### src/ising_defines.svh
// one fixed size set (16 spins, 4 rows per beat); the derived widths are set by hand, keep them in step
`ifndef ISING_DEFINES_SVH
`define ISING_DEFINES_SVH

// problem size
`define ISING_NUM_SPIN 16
`define ISING_PARALLELISM 4

// data precision of the incoming weight beats
`define ISING_BITJ 4
`define ISING_BITH 4
`define ISING_SCALING_BIT 4

// final energy word
`define ISING_ENERGY_BIT 32

// clog2 of NUM_SPIN
`define ISING_SPINIDX_BIT 4

// index width + bias width + scaling width
`define ISING_LOCAL_BIT 12

`endif

### src/energy_ctrl_pkg.sv
// controller state encoding; only one job is in flight at a time, so no state counts jobs
package energy_ctrl_pkg;

    // IDLE     config and spin channels open
    // COMPUTE  weight beats stream in
    // DRAIN    wait for the last beat to leave the accumulator
    // OUTPUT   energy presented until accepted
    typedef enum logic [1:0] {
        IDLE    = 2'd0,
        COMPUTE = 2'd1,
        DRAIN   = 2'd2,
        OUTPUT  = 2'd3
    } ctrl_state_t;

endpackage

### src/ising_types_pkg.sv
// data types of the energy monitor; sizes come from ising_defines.svh and are not parameters
`include "ising_defines.svh"

package ising_types_pkg;

    // bit 1 is spin +1, bit 0 is spin -1
    typedef logic [`ISING_NUM_SPIN-1:0] spin_vec_t;

    typedef logic [`ISING_SPINIDX_BIT-1:0] row_idx_t;

    typedef logic signed [`ISING_BITJ-1:0] coupling_t;
    typedef logic signed [`ISING_BITH-1:0] bias_t;
    typedef logic [`ISING_SCALING_BIT-1:0] scaling_t;

    // element j is the coupling to spin j
    typedef coupling_t [`ISING_NUM_SPIN-1:0] weight_row_t;

    // entry k of every field belongs to matrix row (counter + k)
    typedef struct packed {
        weight_row_t [`ISING_PARALLELISM-1:0] rows;
        bias_t [`ISING_PARALLELISM-1:0] hbias;
        scaling_t [`ISING_PARALLELISM-1:0] hscaling;
    } weight_beat_t;

    typedef logic signed [`ISING_LOCAL_BIT-1:0] local_energy_t;
    typedef logic signed [`ISING_ENERGY_BIT-1:0] energy_t;

endpackage

### src/energy_accumulator.sv
// valid_i is the weight handshake, one cycle ahead of the registered local terms
`timescale 1ns/1ps
`include "ising_defines.svh"

module energy_accumulator (
    input  logic clk_i,
    input  logic rst_i,
    input  logic clear_i,
    input  logic valid_i,
    input  ising_types_pkg::local_energy_t [`ISING_PARALLELISM-1:0] local_i,
    output logic done_o,
    output ising_types_pkg::energy_t energy_o
);
    import ising_types_pkg::*;

    // one spare bit, the sum is twice the energy before halving
    logic signed [`ISING_ENERGY_BIT:0] beat_sum;
    logic signed [`ISING_ENERGY_BIT:0] acc_q;
    logic signed [`ISING_ENERGY_BIT:0] halved;
    logic valid_q;
    logic done_q;

    always_comb begin
        beat_sum = '0;
        for (int k = 0; k < `ISING_PARALLELISM; k++) begin
            beat_sum = beat_sum + $signed(local_i[k]);
        end
    end

    always_ff @(posedge clk_i) begin
        if (rst_i) begin
            acc_q <= '0;
            valid_q <= 1'b0;
            done_q <= 1'b0;
        end else begin
            valid_q <= valid_i;
            done_q <= valid_q;
            if (clear_i) begin
                acc_q <= '0;
            end else if (valid_q) begin
                acc_q <= acc_q + beat_sum;
            end
        end
    end

    assign done_o = done_q;

    // halve for the double count, negate since h is taken as negative
    assign halved = acc_q / 2;
    assign energy_o = energy_t'(-halved);

endmodule

### src/energy_ctrl.sv
// job sequencer; a new spin vector is refused until the previous energy has been taken
`timescale 1ns/1ps

module energy_ctrl (
    input  logic clk_i,
    input  logic rst_i,
    input  logic config_valid_i,
    output logic config_ready_o,
    input  logic spin_valid_i,
    output logic spin_ready_o,
    input  logic weight_valid_i,
    output logic weight_ready_o,
    input  logic sweep_done_i,
    input  logic acc_done_i,
    input  logic energy_ready_i,
    output logic energy_valid_o,
    output logic acc_clear_o,
    output logic load_o,
    output logic recount_o,
    output logic step_o,
    output logic busy_o
);
    import energy_ctrl_pkg::*;

    ctrl_state_t state_q;
    ctrl_state_t state_d;
    logic spin_hs;
    logic energy_hs;

    assign config_ready_o = (state_q == IDLE);
    assign spin_ready_o = (state_q == IDLE);
    // sweep_done_i lags the last beat by a cycle, so close the channel on it
    assign weight_ready_o = (state_q == COMPUTE) && !sweep_done_i;
    assign energy_valid_o = (state_q == OUTPUT);
    assign busy_o = (state_q != IDLE);

    assign spin_hs = spin_valid_i && spin_ready_o;
    assign energy_hs = energy_valid_o && energy_ready_i;

    assign load_o = config_valid_i && config_ready_o;
    assign recount_o = spin_hs;
    assign step_o = weight_valid_i && weight_ready_o;
    assign acc_clear_o = energy_hs;

    always_comb begin
        state_d = state_q;
        case (state_q)
            IDLE: begin
                if (spin_hs) begin
                    state_d = COMPUTE;
                end
            end
            COMPUTE: begin
                if (sweep_done_i) begin
                    state_d = DRAIN;
                end
            end
            DRAIN: begin
                // done here always belongs to the final beat
                if (acc_done_i) begin
                    state_d = OUTPUT;
                end
            end
            OUTPUT: begin
                if (energy_hs) begin
                    state_d = IDLE;
                end
            end
            default: state_d = IDLE;
        endcase
    end

    always_ff @(posedge clk_i) begin
        if (rst_i) begin
            state_q <= IDLE;
        end else begin
            state_q <= state_d;
        end
    end

endmodule

### src/energy_monitor.sv
// energy_o is only meaningful while energy_valid_o is high; config start must be a multiple of 4
`timescale 1ns/1ps
`include "ising_defines.svh"

module energy_monitor (
    input  logic clk_i,
    input  logic rst_i,
    input  logic config_valid_i,
    input  ising_types_pkg::row_idx_t config_counter_i,
    output logic config_ready_o,
    input  logic spin_valid_i,
    input  ising_types_pkg::spin_vec_t spin_i,
    output logic spin_ready_o,
    input  logic weight_valid_i,
    input  ising_types_pkg::weight_beat_t weight_i,
    output logic weight_ready_o,
    output logic energy_valid_o,
    output ising_types_pkg::energy_t energy_o,
    input  logic energy_ready_i,
    output logic busy_o
);
    import ising_types_pkg::*;

    logic load;
    logic recount;
    logic step;
    logic sweep_done;
    logic acc_done;
    logic acc_clear;
    row_idx_t row;
    spin_vec_t spins_cached;
    logic [`ISING_PARALLELISM-1:0] current_spin;
    local_energy_t [`ISING_PARALLELISM-1:0] local_terms;

    energy_ctrl u_energy_ctrl (
        .clk_i(clk_i),
        .rst_i(rst_i),
        .config_valid_i(config_valid_i),
        .config_ready_o(config_ready_o),
        .spin_valid_i(spin_valid_i),
        .spin_ready_o(spin_ready_o),
        .weight_valid_i(weight_valid_i),
        .weight_ready_o(weight_ready_o),
        .sweep_done_i(sweep_done),
        .acc_done_i(acc_done),
        .energy_ready_i(energy_ready_i),
        .energy_valid_o(energy_valid_o),
        .acc_clear_o(acc_clear),
        .load_o(load),
        .recount_o(recount),
        .step_o(step),
        .busy_o(busy_o)
    );

    row_counter u_row_counter (
        .clk_i(clk_i),
        .rst_i(rst_i),
        .load_i(load),
        .start_i(config_counter_i),
        .recount_i(recount),
        .step_i(step),
        .row_o(row),
        .sweep_done_o(sweep_done)
    );

    spin_cache u_spin_cache (
        .clk_i(clk_i),
        .rst_i(rst_i),
        .capture_i(recount),
        .spin_i(spin_i),
        .row_i(row),
        .spins_o(spins_cached),
        .current_o(current_spin)
    );

    // one unit per row of the beat
    for (genvar k = 0; k < `ISING_PARALLELISM; k++) begin : gen_partial
        partial_energy_calc u_partial_energy_calc (
            .clk_i(clk_i),
            .rst_i(rst_i),
            .valid_i(step),
            .spins_i(spins_cached),
            .current_i(current_spin[k]),
            .row_i(weight_i.rows[k]),
            .hbias_i(weight_i.hbias[k]),
            .hscaling_i(weight_i.hscaling[k]),
            .energy_o(local_terms[k])
        );
    end

    energy_accumulator u_energy_accumulator (
        .clk_i(clk_i),
        .rst_i(rst_i),
        .clear_i(acc_clear),
        .valid_i(step),
        .local_i(local_terms),
        .done_o(acc_done),
        .energy_o(energy_o)
    );

endmodule

### src/partial_energy_calc.sv
// one row per cycle; the local width assumes 16 spins and 4-bit couplings, bias and scaling
`timescale 1ns/1ps
`include "ising_defines.svh"

module partial_energy_calc (
    input  logic clk_i,
    input  logic rst_i,
    input  logic valid_i,
    input  ising_types_pkg::spin_vec_t spins_i,
    input  logic current_i,
    input  ising_types_pkg::weight_row_t row_i,
    input  ising_types_pkg::bias_t hbias_i,
    input  ising_types_pkg::scaling_t hscaling_i,
    output ising_types_pkg::local_energy_t energy_o
);
    import ising_types_pkg::*;

    local_energy_t coupling_sum;
    local_energy_t scaled_bias;
    local_energy_t field;
    local_energy_t local_term;
    local_energy_t energy_q;

    // sum_j J_ij * sigma_j, spin bit 0 flips the coupling sign
    always_comb begin
        coupling_sum = '0;
        for (int j = 0; j < `ISING_NUM_SPIN; j++) begin
            if (spins_i[j]) begin
                coupling_sum = coupling_sum + $signed(row_i[j]);
            end else begin
                coupling_sum = coupling_sum - $signed(row_i[j]);
            end
        end
    end

    // scaling is unsigned, so pad a zero before the signed multiply
    assign scaled_bias = $signed(hbias_i) * $signed({1'b0, hscaling_i});

    // bias counted twice since the total is halved at the end
    assign field = coupling_sum + scaled_bias + scaled_bias;

    assign local_term = current_i ? field : -field;

    always_ff @(posedge clk_i) begin
        if (rst_i) begin
            energy_q <= '0;
        end else if (valid_i) begin
            energy_q <= local_term;
        end
    end

    assign energy_o = energy_q;

endmodule

### src/row_counter.sv
// start row must be a multiple of PARALLELISM, otherwise the wrap flag is never hit cleanly
`timescale 1ns/1ps
`include "ising_defines.svh"

module row_counter (
    input  logic clk_i,
    input  logic rst_i,
    input  logic load_i,
    input  ising_types_pkg::row_idx_t start_i,
    input  logic recount_i,
    input  logic step_i,
    output ising_types_pkg::row_idx_t row_o,
    output logic sweep_done_o
);
    import ising_types_pkg::*;

    row_idx_t start_q;
    row_idx_t row_q;
    logic sweep_done_q;
    // one extra bit to see the carry past NUM_SPIN-1
    logic [`ISING_SPINIDX_BIT:0] row_next;

    assign row_next = {1'b0, row_q} + (`ISING_SPINIDX_BIT + 1)'(`ISING_PARALLELISM);
    assign row_o = row_q;
    assign sweep_done_o = sweep_done_q;

    always_ff @(posedge clk_i) begin
        if (rst_i) begin
            start_q <= '0;
            row_q <= '0;
            sweep_done_q <= 1'b0;
        end else begin
            if (load_i) begin
                start_q <= start_i;
            end
            if (recount_i) begin
                // a config in the same cycle belongs to this job
                row_q <= load_i ? start_i : start_q;
                sweep_done_q <= 1'b0;
            end else if (step_i) begin
                row_q <= row_next[`ISING_SPINIDX_BIT-1:0];
                if (row_next >= (`ISING_SPINIDX_BIT + 1)'(`ISING_NUM_SPIN)) begin
                    sweep_done_q <= 1'b1;
                end
            end
        end
    end

endmodule

### src/spin_cache.sv
// little-endian spin storage only; row_i + PARALLELISM must not pass NUM_SPIN
`timescale 1ns/1ps
`include "ising_defines.svh"

module spin_cache (
    input  logic clk_i,
    input  logic rst_i,
    input  logic capture_i,
    input  ising_types_pkg::spin_vec_t spin_i,
    input  ising_types_pkg::row_idx_t row_i,
    output ising_types_pkg::spin_vec_t spins_o,
    output logic [`ISING_PARALLELISM-1:0] current_o
);
    import ising_types_pkg::*;

    spin_vec_t spins_q;

    // held for the whole job, every row needs the full vector
    always_ff @(posedge clk_i) begin
        if (rst_i) begin
            spins_q <= '0;
        end else if (capture_i) begin
            spins_q <= spin_i;
        end
    end

    assign spins_o = spins_q;

    // bit k of the slice is the spin of matrix row (row_i + k)
    assign current_o = spins_q[row_i +: `ISING_PARALLELISM];

endmodule

### config.mk
export PLATFORM = sky130hd
export DESIGN_NAME = energy_monitor
export DESIGN_NICKNAME = d
export VERILOG_FILES = /design/src/energy_ctrl_pkg.sv /design/src/ising_types_pkg.sv /design/src/energy_accumulator.sv /design/src/energy_ctrl.sv /design/src/energy_monitor.sv /design/src/partial_energy_calc.sv /design/src/row_counter.sv /design/src/spin_cache.sv
export VERILOG_INCLUDE_DIRS = /design/src /design/src/src
export SDC_FILE = /design/constraint.sdc
export NUM_CORES = 2
export LEC_CHECK = 0
export ABC_AREA = 1
export BUFFER_PORTS_ARGS = -buffer_cell sky130_fd_sc_hd__buf_2
export CORE_ASPECT_RATIO = 0.5
export CORE_MARGIN = 3
export CORE_UTILIZATION = 50
export CTS_CLUSTER_DIAMETER = 80
export DETAILED_ROUTE_END_ITERATION = 10
export GPL_TIMING_DRIVEN = 1
export PLACE_DENSITY = 0.64
export SYNTH_ARGS = -nofsm -noshare
export SYNTH_HDL_FRONTEND = slang
export SYNTH_SLANG_ARGS = --single-unit
### constraint.sdc
create_clock -name clk_i -period 32.5 [get_ports clk_i]
set_input_delay 3.25 -clock clk_i [delete_from_list [all_inputs] [get_ports clk_i]]
set_output_delay 3.25 -clock clk_i [all_outputs]
set_load 0.03 [all_outputs]
==> metrics.md <==
| Metric | Value |
|---|---|
| Synth Warn # | 0 |
| Final min period | 16380 ps |
| Hold_ws | 470 ps |
| First-pass GRT wire length | 211000 µm |
| Most numerous cell on the critical path | inv_1 |
| Post-Syn Area per Cell | 6.33 µm² |
| Top cells by area, synth | ha_1 25%, inv_1 12%, nand2_1 11%, xor2_1 9.2%, a21oi_1 9.0% |
| Clk_lat worst skew | 430 ps |
| Most used routing layer | met2 |
| Root buffer selected by CTS | clkbuf_16 |
| CTS Sinks | 110 |
| EDFF count, synth | 0 |
| Clock Tree Buf Depth | 2 |
| FFs w/ async S/R, synth | 0% |
| RSZ-0062 raised after global routing | false |
| Final Hold Vio Count | 0 |
| Sequential area share after synthesis | roughly 4.4% |
| Design area | 54100 µm² |
| Drt wl/cell | 13.3 µm |
| Netlist Area Pre-Place | between 50000 and 60000 µm² |
| Yosys reg bits | 110 |
| Cells after Synth | 7980 |
| Post-synth top flop | dfxtp_1 |
| Vias per cell | 5.03 |
| Hpwl dp | 115000 µm |
| CP Max Fanout | 4 |
| Placed Area | ~54000 µm² |
| Synth unique cells | 53 |
| DR DRC count | 0 |
| Critical path's slowest cell | fa_1 |
| Vias | between 40000 and 50000 |
| Synth top area share | between 20% and 30% |
| Largest net degree at the start of global routing | 84 |
| Vias in the first global route | 44700 |
| Critical Path Source Type | input port |
| Synth Net Count | 9450 |
| CTS Hold Bufs | 0 |
| Final core utilization | between 50% and 60% |
| CTS tree | yes |
| Yosys top cell by area | ha_1 |
| Fmax | 61.1 MHz |
| Setup_tns | 0 ps |
| Most frequent cells in the layout | 1575 x inv_1, 1471 x nand2_1, 1026 x ha_1 |
| PostCTS Resize Cnt | 0 |
| Initial antenna violation count | 34 |
| Port bufs | 350 |
| WP data required | ~33000 ps |
| Die Area | roughly 110000 µm² |
| Grt met1 use | 32.4% |
| Critical path type | in -> reg |
| Post-CTS setup buffers | 0 |
| Ports | ~350 |
| Fin. max-slew vios | 0 |
| Skew final | 23.9 ps |
| Met2 Use GR | around two fifths |
| Initial drt markers | between 2000 and 2500 |
| DRT Pass-1 Iters | 6 |
| Routability cong. | 0.952 |
| Crit path DAT | 16700 ps |
| Layout area overhead | 7.02% |
| Die width | 456 µm |
| Layout Nets | 9740 |
| Clk slew on worst S/H paths | 90 ps |
| Rows | 81 |
| GRT overflow | 0 |
| Fin crit share | 50.4% |
| HP Class | reg -> reg |
| Die Span Y | 231 µm |
| Total routed wirelength | around 130000 µm |
| Initial Utilization | between 50% and 60% |
| Core area | 98900 µm² |
| Share of layout cells above drive strength 1 | under 10% |
| Max Cap Viol | 0 |
| Status | completed |
| DRT antenna net count | 0 |
| Worst slew pin tran | 1260 ps |
| H-tree depth | 3 |
| Global-route usage over all layers | around a quarter |
| Commonest non-fill, non-tap cell in the layout | inv_1 |
| Finish-stage setup viols | 0 |
| Slowest stage delay, CP | 500 ps |
| GRT met3 Usage | roughly 2.6% |
| CTS buffer count | 9 |
| Setup crit end kind | register |
| Slew headroom | 15.0% |
[cells in the mapped netlist, drive strengths merged, types with 2 or more instances]
cell type	number
inv	1588
nand2	1472
ha	1026
a21oi	906
xor2	532
nor2	479
nand3	466
o21ai	432
xnor2	188
fa	130
dfxtp	110
nor3	94
o21bai	83
clkbuf	67
nand4	67
a21o	62
a22oi	61
a31oi	39
buf	34
or2	22
nand3b	19
o221ai	17
o21a	13
o211ai	12
a21boi	8
o31ai	8
nor4	7
a211oi	6
and2	6
o2111ai	6
a221oi	5
o22ai	5
clkinv	2
o221a	2
o311ai	2
[logic make-up (layout without fill, tap and decap cells)]
family | Yosys count | after routing | synth area share, %
and+or+nand+nor | 2633 | 2633 | 21.7
other | 0 | 10 | 0
adders and majority gates | 1156 | 1156 | 30.6
xor gates and xnor gates | 720 | 720 | 12.5
DFF | 110 | 110 | 4.36
muxes | 2 | 2 | 0.0421
AOI/OAI and AO/OA | 1668 | 1668 | 18.2
buffers and inverters | 1691 | 1986 | 12.7
[cell type report]
class                      instances  area [µm²]
antenna                           10        25.0
clock buffer                       9         225
clock inverter                     7        86.3
fill                           10400       44800
inverter                        1590        5970
multi-input combinational       6179       41900
sequential                       110        2200
tap                             1328        1660
timing repair buffer             380        1980
[through the flow]
| step | instances | worst slack, ps |
|---|---|---|
| after floorplan | 7980 | 17090 |
| after global placement | 9587 | 15820 |
| after detailed placement | 9587 | 15820 |
| after CTS | 9603 | 16220 |
| after global routing | 9609 | 14560 |
| final | 9613 | 16120 |
[registers in the layout, summed over array words and instances, names as in the netlist]
register	count
u_energy_accumulator.done_o	1
u_energy_accumulator.acc_q	33
u_spin_cache.spins_o	16
gen_partial.u_partial_energy_calc.energy_o	48
u_energy_ctrl.state_q	2
u_row_counter.start_q	4
u_row_counter.sweep_done_o	1
u_energy_accumulator.valid_q	1
u_row_counter.row_o	4
[layer usage]
metal | wire, µm | share of wire [%] | up-vias
li1 | - | - | 26700
met1 | 63500 | 50 | 20900
met2 | 57000 | 45 | 695
met3 | 4750 | 3.7 | 148
met4 | 2550 | 2.0 | 22
met5 | 162 | 0.13 | -
[worst max-delay path, delay by kind of cell]
kind            cells  cell delay (ps)
compound gates      9             1900
xor+xnor           15             2300
buf+inv            28             2060
simple gates       18             1730
fa+ha+maj          17             5410
[path summary, 6_finish.rpt]
| path | startpoint | endpoint | slack [ps] | depth (start not counted) |
|---|---|---|---|---|
| max | weight_i[228] | register | 16120 | 87 |
| min | u_energy_accumulator.acc_q[1]$_SDFFE_PP0P_ | u_energy_accumulator.acc_q[1]$_SDFFE_PP0P_ | 470 | 2 |
| max reg2reg | u_spin_cache.spins_o[0]$_SDFFE_PP0P_ | register | 18390 | 87 |
| min reg2reg | u_energy_accumulator.acc_q[1]$_SDFFE_PP0P_ | u_energy_accumulator.acc_q[1]$_SDFFE_PP0P_ | 470 | 2 |
Power is left out: the tool's default activity adds up to more than one toggle a clock period on the data nets, which glitch-free logic cannot reach.
